--- config.mk ---
export PLATFORM = sky130hd
export DESIGN_NAME = ex_arbiter
export DESIGN_NICKNAME = d
export VERILOG_FILES = /design/src/source/ex_pkg.sv /design/src/source/ex_arbiter.sv
export SDC_FILE = /design/constraint.sdc
export NUM_CORES = 1
export LEC_CHECK = 0
export BUFFER_PORTS_ARGS = -buffer_cell sky130_fd_sc_hd__buf_2
export CAP_MARGIN = 30
export CORE_AREA = 2 2 374 376
export DETAILED_ROUTE_END_ITERATION = 10
export DIE_AREA = 0 0 376 378
export MAX_ROUTING_LAYER = met4
export PLACE_DENSITY = 0.3
export SYNTH_ARGS = -nofsm -noshare
export SYNTH_HDL_FRONTEND = slang
export SYNTH_SLANG_ARGS = --single-unit
--- constraint.sdc ---
create_clock -name vclk -period 4.28
set_input_delay 1.284 -clock vclk [all_inputs]
set_output_delay 1.284 -clock vclk [all_outputs]
set_load 0.02 [all_outputs]
--- src/source/ex_pkg.sv ---
package ex_pkg;

  // Datapath widths
  localparam int XLEN         = 64;
  localparam int REG_BITS     = 5;
  localparam int HISTORY_BITS = 5;

  // Multiplier geometry, one slice of the multiplier per stage
  localparam int SLICE_BITS  = 16;
  localparam int MULT_STAGES = 4;

  localparam logic [31:0] HALT_INSTRUCTION = 32'h0000_0555;

  typedef enum logic [4:0] {
    ALU_ADDQ   = 5'h00,
    ALU_SUBQ   = 5'h01,
    ALU_AND    = 5'h02,
    ALU_BIC    = 5'h03,
    ALU_BIS    = 5'h04,
    ALU_ORNOT  = 5'h05,
    ALU_XOR    = 5'h06,
    ALU_EQV    = 5'h07,
    ALU_SRL    = 5'h08,
    ALU_SLL    = 5'h09,
    ALU_SRA    = 5'h0a,
    ALU_CMPULT = 5'h0b,
    ALU_CMPEQ  = 5'h0c,
    ALU_CMPULE = 5'h0d,
    ALU_CMPLT  = 5'h0e,
    ALU_CMPLE  = 5'h0f
  } alu_func_t;

  // Low two bits pick LBC, EQ, LT or LE against zero; bit 2 inverts
  typedef logic [2:0] br_func_t;

  typedef enum logic [1:0] {
    BRANCH_NONE      = 2'b00,
    BRANCH_TAKEN     = 2'b01,
    BRANCH_NOT_TAKEN = 2'b10,
    BRANCH_HALT      = 2'b11
  } branch_result_t;

  typedef struct packed {
    logic [31:0]             ir;
    logic [XLEN-1:0]         npc;
    logic [REG_BITS-1:0]     dest_reg;
    logic [XLEN-1:0]         opa;
    logic [XLEN-1:0]         opb;
    alu_func_t               alu_func;
    br_func_t                br_func;
    logic                    is_branch;
    logic                    pred_taken;
    logic                    is_mult;
    logic [HISTORY_BITS-1:0] pht_idx;
    logic                    valid;
  } ex_issue_t;

  // Rides along the multiplier pipe next to the partial products
  typedef struct packed {
    logic [XLEN-1:0]     npc;
    logic [REG_BITS-1:0] dest_reg;
  } mult_tag_t;

  typedef struct packed {
    logic [31:0]             ir;
    logic [XLEN-1:0]         npc;
    logic [REG_BITS-1:0]     dest_reg;
    logic [XLEN-1:0]         alu_result;
    logic                    alu_valid;
    logic                    branch_valid;
    logic                    branch_taken;
    logic                    mispredict;
    logic [HISTORY_BITS-1:0] pht_idx;
  } lane_result_t;

  typedef struct packed {
    mult_tag_t       tag;
    logic [XLEN-1:0] product;
    logic            valid;
  } mult_result_t;

  typedef struct packed {
    logic [REG_BITS-1:0] tag;
    logic [XLEN-1:0]     value;
    logic                valid;
  } mem_result_t;

  typedef struct packed {
    logic [XLEN-1:0]         npc;
    logic [REG_BITS-1:0]     dest_reg;
    logic [XLEN-1:0]         result;
    logic                    mispredict;
    branch_result_t          branch_result;
    logic [HISTORY_BITS-1:0] pht_idx;
    logic                    valid;
  } ex_result_t;

endpackage

--- src/source/ex_arbiter.sv ---
`timescale 1ns/1ps

module ex_arbiter
  import ex_pkg::*;
(
  input  lane_result_t lane_1,
  input  lane_result_t lane_2,
  input  mult_result_t mult_1,
  input  mult_result_t mult_2,
  input  mem_result_t  mem_in,
  output ex_result_t   result_1,
  output ex_result_t   result_2,
  output logic         stall_1,
  output logic         stall_2,
  output logic         hold_mult_2
);

  // ALU, branch or halt result of a lane, used when its bus is free
  function automatic ex_result_t from_lane(lane_result_t l);
    ex_result_t r;
    logic       is_halt;
    is_halt         = l.ir == HALT_INSTRUCTION;
    r.npc           = l.npc;
    r.dest_reg      = l.dest_reg;
    r.result        = l.alu_result;
    r.pht_idx       = l.pht_idx;
    if (l.branch_valid) begin
      r.mispredict    = l.mispredict;
      r.branch_result = l.branch_taken ? BRANCH_TAKEN : BRANCH_NOT_TAKEN;
      r.valid         = 1'b1;
    end else begin
      r.mispredict    = 1'b0;
      r.branch_result = is_halt ? BRANCH_HALT : BRANCH_NONE;
      r.valid         = is_halt | l.alu_valid;
    end
    return r;
  endfunction

  // Finished multiply, never a branch
  function automatic ex_result_t from_mult(mult_result_t m, lane_result_t l);
    ex_result_t r;
    r.npc           = m.tag.npc;
    r.dest_reg      = m.tag.dest_reg;
    r.result        = m.product;
    r.mispredict    = 1'b0;
    r.branch_result = BRANCH_NONE;
    r.pht_idx       = l.pht_idx;
    r.valid         = 1'b1;
    return r;
  endfunction

  // Bus 1: multiply first, then the lane
  always_comb begin
    stall_1 = mult_1.valid;
    if (mult_1.valid) begin
      result_1 = from_mult(mult_1, lane_1);
    end else begin
      result_1 = from_lane(lane_1);
    end
  end

  // Bus 2: load result first, then multiply, then the lane
  always_comb begin
    hold_mult_2 = 1'b0;
    stall_2     = mem_in.valid | mult_2.valid;
    if (mem_in.valid) begin
      // Freeze a multiply that would finish into the load
      hold_mult_2     = mult_2.valid;
      result_2        = from_mult(mult_2, lane_2);
      result_2.dest_reg = mem_in.tag;
      result_2.result   = mem_in.value;
    end else if (mult_2.valid) begin
      result_2 = from_mult(mult_2, lane_2);
    end else begin
      result_2 = from_lane(lane_2);
    end
  end

endmodule

==> results by group, run 1 <==
Run status
  • Status: did not finish
  • Stop stage: detailed routing
  • Error Message: [ERROR DRT-0255] Maze Route cannot find path of net lane_2[122] in worker of routeBox ( 338100 0 ) ( 376000 48300 ).

Yosys
  • Commonest cells post-synth: 157 x mux2_2, 71 x o21ai_0, 70 x nand2_1
  • Compound-Gate Fraction of Synth Area: 9.11%
  • Yosys top cell by area: mux2_2
  • Synth Area in Simple Gates: 11.4%
  • Top-count cell post-synth: mux2_2
  • Largest family of logic cells by synthesized area: multiplexers
  • Mapped Area: 4260 um2
  • Post-Syn Nets: 1185
  • Synth top area share: 41.5%
  • Sequential area share after synthesis: 0%
  • Post-Synth XOR/XNOR Area: 0%
  • Post-Synth Adder-Cell Area: 0%
  • Mean Syn Cell Area: 8.54 um2
  • Synth warnings: 0
  • Synth area leaders: mux2_2 42%, mux2i_1 16%, mux2_4 14%
  • Mux contribution to synthesized area: 71.8%
  • Synth unique cells: 26
  • Mapped Cells: 499

Floorplanning
  • Core Rows: 137
  • Initial Util: 3.08%
  • Num ports: 973
  • Die width: 376 um
  • DIE HEIGHT: 378 um

Global route
  • Vias in the first global route: 8254
  • Global route overflow: 0
  • First-pass GRT wire length: 95600 um
  • Initial antenna violation count: 64
  • Total GRT Usage: 10.9%
  • Largest net degree at the start of global routing: 72

Timing
  • Worst EP Category: output port
  • Post-GRT worst EP: result_2[35]

Clock network
  • Hold_buf cts: 0

Placement
  • Port Buf Inserts: 953
  • Place WS: -0.231 ns
  • Routability congestion estimate: 0.897
  • DP Wirelength: 77200 um
metal layers:
metal,GRT usage (%)
met2,17.6
met4,1.37
met3,3.79
met1,13.4
met5,-
metrics by stage:
step                      util (%)  instance area [um2]  std cells
after floorplan                  -                 4260        499
after global placement        8.23                11400       3233
after detailed placement      8.25                11400       3238
after global routing          8.31                11500       3261
after CTS                     8.26                11400       3238
what timing repair did:
item                                    in CTS  in global routing
resized for setup                            6                  1
buffers inserted                             0                  1
pin swaps                                    1                  1
endpoints found under the setup margin       5                  2
endpoints found under the hold margin        0                  0
cells by family after synthesis:
kind of cell           Yosys count
AO/OA/AOI/OAI                   75
AND/OR/NAND/NOR                101
buffers and inverters           57
multiplexers                   266
==> inputs of run 2 (changes only) <==
--- a/config.mk
+++ b/config.mk
@@ -10,8 +10,7 @@
 export CORE_AREA = 2 2 374 376
 export DETAILED_ROUTE_END_ITERATION = 10
 export DIE_AREA = 0 0 376 378
-export MAX_ROUTING_LAYER = met4
-export PLACE_DENSITY = 0.3
+export PLACE_DENSITY_LB_ADDON = 0.15
 export SYNTH_ARGS = -nofsm -noshare
 export SYNTH_HDL_FRONTEND = slang
 export SYNTH_SLANG_ARGS = --single-unit
==> run 2 against run 1 <==
The flow now finishes without violations. Global-route usage decreased by 1.7 points. Synthesized cell count unchanged. Synthesized area unchanged.
==> results by group, run 2 <==
Final layout
  • Seq_cells: 0
  • Share of layout cells above drive strength 1: 83.4%
  • Most common cell after layout, fill and taps aside: buf_2
  • Sequential Area: 0 um2
  • Layout area overhead: 170%
  • Clock buffers: 0
  • Post-route design area: 11500 um2
  • Most frequent cells in the layout: 945 x buf_2, 157 x mux2_2, 71 x o21ai_0
  • Final net count: 2119

Flow run
  • Maxcap violations: 0

Setup path
  • Arrival time at the worst endpoint: 2.88 ns
  • WP data required: 3.00 ns
  • Slowest stage cell, crit path: o31ai_4
  • CP Launch Point: lane_2[166]
  • Endpoint type of the worst setup path: output pin
  • CP delay by family, top: buffers and inverters
  • Crit-path max cell delay: 0.34 ns
  • Critical path capture point: result_2[7]
  • CP cell instances: buf_2, nor4_1, buf_4, nand4_1, buf_4, buf_12, o31ai_4, buf_4, buf_12
  • WP depth: 9
  • CP Launch Type: primary input
  • Most frequent CP cell: buf_4
  • Crit Path Class: in -> out
  • Critical path buffer and inverter count: 6
  • CP Max Fanout: 2

Power and ir drop
  • Total power: 1.46 mW
  • Leak: 5.70 nW
  • Cell Pwr Density: 127 nW/um2
  • IR drop worst, VDD: 0.0000331 V

Timing
  • Max-slew headroom: 59.5%
  • Final setup violating endpoints: 0
  • Fmax: 240 MHz
  • Max Slew Vio Count: 0
  • RSZ-0062 raised after global routing: no
  • Worst Max-Slew Pin Slew: 0.601 ns
  • Fin crit period: 4.17 ns
  • Final hold viol count: 0
  • Setup TNS: 0 ns
  • Fin crit share: 97.4%

Global route
  • Initial antenna violation count: 13 (was 64)
  • Vias in the first global route: 8253 (was 8254)
  • Global route overflow: 0 (unchanged)
  • Largest net degree at the start of global routing: 116 (was 72)
  • Total GRT Usage: 9.18% (was 10.9%)
  • First-pass GRT wire length: 85600 um (was 95600 um)

Floorplanning
  • Die width: 376 um (unchanged)
  • DIE HEIGHT: 378 um (unchanged)
  • Core Rows: 137 (unchanged)
  • Die area: 142000 um2
  • Initial Util: 3.08% (unchanged)
  • Num ports: 973 (unchanged)
  • Core area: 139000 um2

Yosys
  • Synth unique cells: 26 (unchanged)
  • Mean Syn Cell Area: 8.54 um2 (unchanged)
  • Synth warnings: 0 (unchanged)
  • Post-Syn Nets: 1185 (unchanged)
  • Commonest cells post-synth: 157 x mux2_2, 71 x o21ai_0, 70 x nand2_1 (unchanged)
  • Top-count cell post-synth: mux2_2 (unchanged)
  • Yosys top cell by area: mux2_2 (unchanged)
  • Synth top area share: 41.5% (unchanged)
  • Sequential area share after synthesis: 0% (unchanged)
  • Mapped Cells: 499 (unchanged)
  • Mapped Area: 4260 um2 (unchanged)
  • Synth area leaders: mux2_2 42%, mux2i_1 16%, mux2_4 14% (unchanged)

Detailed routing
  • DR vias: 7721
  • Post-Route WL: 71100 um
  • Vias per inst: 2.38
  • TritonRoute pass-1 iters: 4
  • Wire per inst: 21.9 um
  • Initial DRC Count: 237
  • DRC: 0
  • Antenna viol nets, final: 0

Hold path
  • Worst Hold Class: in -> out

Placement
  • Routability congestion estimate: 0.792 (was 0.897)
  • Area after DPL: 11400 um2 (about the same)
  • DP Wirelength: 67100 um (was 77200 um)
  • Port Buf Inserts: 953 (unchanged)

Run status
  • Status: complete, no violations (was did not finish)

Clock network
  • Hold_buf cts: 0 (unchanged)
[run 2: cell counts after synthesis]
No cell type changed its count.
[run 2: per-stage QoR]
| stage | setup slack [ns] | std cells | hold WS, ns | util, % |
|---|---|---|---|---|
| floorplan | 0.499 | 499 | 2.68 | - |
| global placement | -0.712 | 3236 | 2.57 | 8.24 |
| detailed placement | -0.589 | 3237 | 2.57 | 8.25 |
| CTS | 0.00178 | 3238 | 2.57 | 8.29 |
| global route | 0.00657 | 3239 | 2.57 | 8.30 |
| finish | 0.111 | 3240 | 2.57 | 8.30 |
[run 2: cell families after synthesis]
| logic type | synth area share, % |
|---|---|
| buf+inv | 7.67 |
| simple gates | 11.4 |
| compound gates | 9.11 |
| mux | 71.8 |
[run 2: final cells by class]
| cell class | instances | area, um2 |
|---|---|---|
| Tap cell | 1807 | 2260 |
| Fill cell | 16500 | 127000 |
| Timing Repair Buffer | 988 | 5240 |
| Inverter | 1 | 6.26 |
| Multi-Input combinational cell | 442 | 3990 |
| Antenna cell | 2 | 5.00 |
[run 2: power breakdown]
part	internal (mW)	total [mW]	switching [mW]	leakage [nW]
registers	0	0	0	0
logic	0.593	1.46	0.870	5.70
clock network	0.0000000626	0.0000000627	0	0.0000127
[run 2: how the worst min path moves through the flow]
stage	depth (start not counted)	slack (ns)	startpoint	endpoint
final	0	2.57	lane_2[2]	result_2[3]
after CTS	0	2.57	lane_2[2]	result_2[3]
after detailed placement	0	2.57	lane_2[2]	result_2[3]
after global routing	0	2.57	lane_2[2]	result_2[3]
after global placement	0	2.57	lane_2[2]	result_2[3]
after floorplan	1	2.68	lane_1[0]	result_1[1]
[run 2: what timing repair did]
action,in CTS,in global routing
gates cloned,0,0
buffers inserted,1,0
pin swaps,0,1
resized for setup,9,1
hold endpoints to repair,0,0
setup endpoints to repair,2,2
[run 2: routing by layer]
metal	track usage, %	routed length (um)
met1	10.7	28600
met2	16.3	34200
met5	0	27
met4	0.332	491
met3	3.93	7740
(Power assumes the default switching activity.)
==> inputs of run 3 (changes only) <==
--- a/config.mk
+++ b/config.mk
@@ -5,12 +5,13 @@
 export SDC_FILE = /design/constraint.sdc
 export NUM_CORES = 1
 export LEC_CHECK = 0
+export ABC_AREA = 0
 export BUFFER_PORTS_ARGS = -buffer_cell sky130_fd_sc_hd__buf_2
 export CAP_MARGIN = 30
 export CORE_AREA = 2 2 374 376
 export DETAILED_ROUTE_END_ITERATION = 10
 export DIE_AREA = 0 0 376 378
-export PLACE_DENSITY_LB_ADDON = 0.15
+export PLACE_DENSITY = 0.32
 export SYNTH_ARGS = -nofsm -noshare
 export SYNTH_HDL_FRONTEND = slang
 export SYNTH_SLANG_ARGS = --single-unit
==> run 3 against run 2 <==
Final cell count up 1.5%. Setup slack worse by 0.062 ns. Utilization up 0.12 points. First-iteration DRC count up 4.6%. Clock-buffer cell count unchanged. Via count up 6.2%. Largest cell class unchanged. Critical endpoint is now result_2[44].
==> results by group, run 3 (synthesis results as in run 2) <==
Run status
  • Status: complete, no violations (unchanged)

Floorplanning
  • Core Rows: 137 (unchanged)
  • DIE HEIGHT: 378 um (unchanged)
  • Initial Util: 3.08% (unchanged)
  • Die area: 142000 um2 (unchanged)
  • Die width: 376 um (unchanged)
  • Core area: 139000 um2 (unchanged)
  • Num ports: 973 (unchanged)

Power and ir drop
  • Switch Pwr: 906 uW (was 870 uW)
  • Clk pwr share: 0% (about the same)
  • IR drop worst, VDD: 0.0000715 V (was 0.0000331 V)
  • Leak: 5.83 nW (was 5.70 nW)
  • Logic pwr share: 100.0% (about the same)
  • Cell Pwr Density: 131 nW/um2 (was 127 nW/um2)
  • Seq pwr share: 0% (about the same)
  • Cell Int Power: 616 uW (was 593 uW)
  • Sw Ratio: 59.5% (about the same)

Detailed routing
  • Antenna viol nets, final: 0 (unchanged)
  • DRC: 0 (unchanged)
  • Initial DRC Count: 248 (was 237)
  • TritonRoute pass-1 iters: 4 (unchanged)
  • Wire per inst: 23.4 um (was 21.9 um)
  • Vias per inst: 2.49 (was 2.38)
  • Post-Route WL: 76900 um (was 71100 um)
  • DR vias: 8198 (was 7721)

Timing
  • Worst Max-Slew Pin Slew: 0.722 ns (was 0.601 ns)
  • Final hold viol count: 0 (unchanged)
  • Fin crit period: 4.23 ns (was 4.17 ns)
  • Final setup violating endpoints: 0 (unchanged)
  • Max-slew headroom: 51.4% (was 59.5%)
  • RSZ-0062 raised after global routing: no (unchanged)
  • Max Slew Vio Count: 0 (unchanged)
  • Fmax: 236 MHz (was 240 MHz)
  • Fin crit share: 98.9% (was 97.4%)

Final layout
  • Layout Utilization: 8.42% (was 8.30%)
  • Most common cell after layout, fill and taps aside: buf_2 (unchanged)
  • Seq_cells: 0 (unchanged)
  • Fill count: 16500 (about the same)
  • Layout area overhead: 174% (was 170%)
  • Clock buffers: 0 (unchanged)
  • Post-route design area: 11700 um2 (was 11500 um2)
  • Final net count: 2153 (was 2119)
  • Sequential Area: 0 um2 (unchanged)
  • Most frequent cells in the layout: 951 x buf_2, 157 x mux2_2, 70 x nand2_1 (was 945 x buf_2, 157 x mux2_2, 71 x o21ai_0)
  • Share of layout cells above drive strength 1: 83.8% (was 83.4%)

Setup path
  • WP data required: 3.00 ns (about the same)
  • CP Max Fanout: 34 (was 2)
  • Endpoint type of the worst setup path: output pin (unchanged)
  • CP Launch Type: primary input (unchanged)
  • Crit Path Class: in -> out (unchanged)
  • Arrival time at the worst endpoint: 2.95 ns (was 2.88 ns)

Clock network
  • Post-CTS Setup Bufs: 0 (was 1)

Placement
  • Routability congestion estimate: 0.884 (was 0.792)
  • DP Wirelength: 73300 um (was 67100 um)
  • Area after DPL: 11600 um2 (was 11400 um2)
  • Port Buf Inserts: 953 (unchanged)

Global route
  • Total GRT Usage: 10.0% (was 9.18%)
  • Initial antenna violation count: 64 (was 13)
  • First-pass GRT wire length: 92000 um (was 85600 um)
  • Largest net degree at the start of global routing: 88 (was 116)
  • Vias in the first global route: 8396 (was 8253)
  • Global route overflow: 0 (unchanged)

Hold path
  • Worst Hold Class: in -> out (unchanged)

Flow run
  • Maxcap violations: 0 (unchanged)
## run 3: cell types whose count changed in the layout (fill, tap and decap cells not counted), sizes merged
cell   change
diode     +15
buf       +34
## run 3: cell type report
cell class	instances	area, um2	area share, %
multi-input cells	442	3960	34.0
diodes	17	42.5	0.365
inverters	1	6.26	0.0537
repair buffers	1022	5380	46.2
well taps	1807	2260	19.4
## run 3: worst paths after layout
path | cells past startpoint | start | to
worst max-delay path | 6 | mult_2[0] | result_2[44]
worst min-delay path | 0 | lane_2[2] | result_2[3]
## run 3: per-stage QoR
stage	std cells	power, mW	setup slack, ns	hold slack, ns	setup TNS, ns
6_report	3289	1.52	0.0491	2.57	0
5_1_grt	3283	1.63	0.00393	2.57	0
4_1_cts	3272	1.58	0.00139	2.57	0
3_5_place_dp	3272	1.57	-0.339	2.57	-2.78
3_3_place_gp	3270	1.58	-0.368	2.57	-3.38
2_1_floorplan	499	0.632	0.499	2.68	0
## run 3: worst max-delay path: stages
cell and delay [ns]:
buf_4 0.25, buf_12 0.28, mux2i_1 0.16, buf_4 0.16
o21ai_1 0.46, buf_2 0.29
## run 3: timing repair
item                                    CTS  global route
gates resized for setup                  19             3
hold endpoints to repair                  0             0
hold buffers                              0             0
endpoints found under the setup margin   16             3
## run 3: power by group through the flow
stage / clock [mW] / sequential, mW / combinational, mW
5_1_grt: 0.000000347 / 0 / 1.63
3_3_place_gp: 0 / 0 / 1.58
6_report: 0.000000552 / 0 / 1.52
3_5_place_dp: 0 / 0 / 1.57
4_1_cts: 0 / 0 / 1.58
2_1_floorplan: 0 / 0 / 0.632
## run 3: metal layers
| layer | share of wire [%] | GRT usage [%] | vias to the layer above |
|---|---|---|---|
| met5 | 0.45 | 0 | - |
| met4 | 1.7 | 1.69 | 50 |
| met3 | 12 | 4.44 | 108 |
| met2 | 45 | 16.1 | 594 |
| met1 | 41 | 12.4 | 3649 |
| li1 | - | - | 3797 |
==> inputs of run 4 (changes only) <==
--- a/config.mk
+++ b/config.mk
@@ -11,7 +11,7 @@
 export CORE_AREA = 2 2 374 376
 export DETAILED_ROUTE_END_ITERATION = 10
 export DIE_AREA = 0 0 376 378
-export PLACE_DENSITY = 0.32
+export PLACE_DENSITY = 0.3
 export SYNTH_ARGS = -nofsm -noshare
 export SYNTH_HDL_FRONTEND = slang
 export SYNTH_SLANG_ARGS = --single-unit
==> run 4 against run 3 <==
Utilization shrank 0.11 points. Die area unchanged. Critical path depth is 1 higher. Power is 1.4% higher. Via count is essentially flat. Non-clock buffer count shrank 33. Setup slack improved by 0.039 ns. Critical path type unchanged. Largest power group unchanged.
==> results by group, run 4 (synthesis results as in run 2) <==
Run status
  • Status: complete, no violations (unchanged)

Final layout
  • Most frequent cells in the layout: 947 x buf_2, 157 x mux2_2, 70 x nand2_1 (was 951 x buf_2, 157 x mux2_2, 70 x nand2_1)
  • Sequential Area: 0 um2 (unchanged)
  • Clock buffers: 0 (unchanged)
  • Layout Utilization: 8.30% (was 8.42%)
  • Most common cell after layout, fill and taps aside: buf_2 (unchanged)
  • Share of layout cells above drive strength 1: 83.2% (was 83.8%)
  • Final net count: 2120 (was 2153)
  • Seq_cells: 0 (unchanged)
  • Finished Layout Cells: 3259 (was 3289)
  • Layout area overhead: 170% (was 174%)
  • Post-route design area: 11500 um2 (was 11700 um2)

Power and ir drop
  • Switch Pwr: 941 uW (was 906 uW)
  • Seq pwr share: 0% (about the same)
  • Cell Pwr Density: 134 nW/um2 (was 131 nW/um2)
  • Leak: 5.70 nW (was 5.83 nW)
  • Sw Ratio: 60.9% (was 59.5%)
  • Cell Int Power: 603 uW (was 616 uW)
  • Total power: 1.54 mW (was 1.52 mW)
  • IR drop worst, VDD: 0.0000481 V (was 0.0000715 V)
  • Clk pwr share: 0% (about the same)
  • Logic pwr share: 100.0% (about the same)

Timing
  • Fin crit period: 4.19 ns (was 4.23 ns)
  • RSZ-0062 raised after global routing: no (unchanged)
  • Max-slew headroom: 57.0% (was 51.4%)
  • Setup TNS: 0 ns (unchanged)
  • Final hold viol count: 0 (unchanged)
  • Final setup violating endpoints: 0 (unchanged)
  • Fmax: 239 MHz (was 236 MHz)
  • Worst Max-Slew Pin Slew: 0.645 ns (was 0.722 ns)
  • Max Slew Vio Count: 0 (unchanged)
  • Fin crit share: 97.9% (was 98.9%)

Placement
  • DP Wirelength: 77200 um (was 73300 um)
  • Area after DPL: 11400 um2 (was 11600 um2)
  • Port Buf Inserts: 953 (unchanged)
  • Routability congestion estimate: 0.882 (was 0.884)
  • Cells after DPL: 3238 (was 3272)

Setup path
  • Critical path buffer and inverter count: 5 (was 4)
  • CP Max Fanout: 17 (was 34)
  • Crit-path max cell delay: 0.45 ns (was 0.46 ns)
  • Crit Path Class: in -> out (unchanged)
  • CP Launch Type: primary input (unchanged)
  • CP delay by family, top: buffers and inverters (unchanged)
  • Arrival time at the worst endpoint: 2.91 ns (was 2.95 ns)
  • Endpoint type of the worst setup path: output pin (unchanged)
  • Slowest stage cell, crit path: o21ai_0 (was o21ai_1)
  • CP cell instances: buf_4, buf_12, buf_12, mux2i_1, o21ai_0, buf_4, buf_2 (was buf_4, buf_12, mux2i_1, buf_4, o21ai_1, buf_2)
  • WP data required: 3.00 ns (about the same)

Detailed routing
  • DRC: 0 (unchanged)
  • Antenna viol nets, final: 0 (unchanged)
  • Met2 wire len: 37400 um (was 34500 um)
  • DR vias: 8193 (was 8198)
  • Initial DRC Count: 370 (was 248)
  • TritonRoute pass-1 iters: 4 (unchanged)
  • Wire per inst: 25.0 um (was 23.4 um)
  • Post-Route WL: 81300 um (was 76900 um)
  • WL met3: 8590 um (was 8990 um)
  • Vias per inst: 2.51 (was 2.49)
  • Top sig layer: met5 (unchanged)
  • M1 WL: 33800 um (was 31800 um)

Global route
  • First-pass GRT wire length: 95600 um (was 92000 um)
  • Initial antenna violation count: 62 (was 64)
  • Global route overflow: 0 (unchanged)
  • Vias in the first global route: 8224 (was 8396)
  • Total GRT Usage: 10.6% (was 10.0%)
  • Largest net degree at the start of global routing: 72 (was 88)

Hold path
  • Worst Hold Class: in -> out (unchanged)

Floorplanning
  • Core area: 139000 um2 (unchanged)
  • Die area: 142000 um2 (unchanged)
  • Initial Util: 3.08% (unchanged)
  • DIE HEIGHT: 378 um (unchanged)
  • Die width: 376 um (unchanged)
  • Core Rows: 137 (unchanged)
  • Num ports: 973 (unchanged)

Flow run
  • Maxcap violations: 0 (unchanged)
==> run 4: changes by cell type in the layout (fill, tap and decap cells not counted), sizes merged <==
cell / delta
buf: -33
diode: +3
==> run 4: final cells by class <==
type                            instances  area (um2)
Timing Repair Buffer                  989        5230
Inverter                                1        6.26
Tap cell                             1807        2260
Fill cell                           16500      127000
Antenna cell                           20        50.0
Multi-Input combinational cell        442        3950
==> run 4: power groups by stage <==
stage                     registers (mW)  clock network [mW]  logic [mW]
after global routing                   0         0.000000251        1.65
final                                  0         0.000000663        1.54
after global placement                 0                   0        1.60
after detailed placement               0                   0        1.59
after floorplan                        0                   0       0.632
after CTS                              0                   0        1.60
==> run 4: what timing repair did <==
| action | 4_1_cts | 5_1_grt |
|---|---|---|
| setup buffers | 0 | 1 |
| gates resized for setup | 6 | 1 |
| hold buffers | 0 | 0 |
| endpoints found under the setup margin | 5 | 2 |
| pin swaps | 1 | 1 |
==> run 4: per-layer routing <==
metal | GRT usage [%] | vias to the layer above
met5 | 0 | -
met4 | 1.12 | 38
met3 | 3.97 | 90
met2 | 17.6 | 601
met1 | 13.3 | 3732
li1 | - | 3732
==> run 4: final timing paths <==
check | from | endpoint | slack, ns | depth (start not counted)
max | mult_2[0] | result_2[45] | 0.09 | 7
min | lane_1[2] | result_1[3] | 2.57 | 0
==> run 4: metrics by stage <==
stage	hold slack [ns]	setup WS (ns)
after detailed placement	2.57	-0.231
after floorplan	2.68	0.499
final	2.57	0.0879
after global placement	2.57	-0.543
after global routing	2.57	0.0253
after CTS	2.57	0.00423
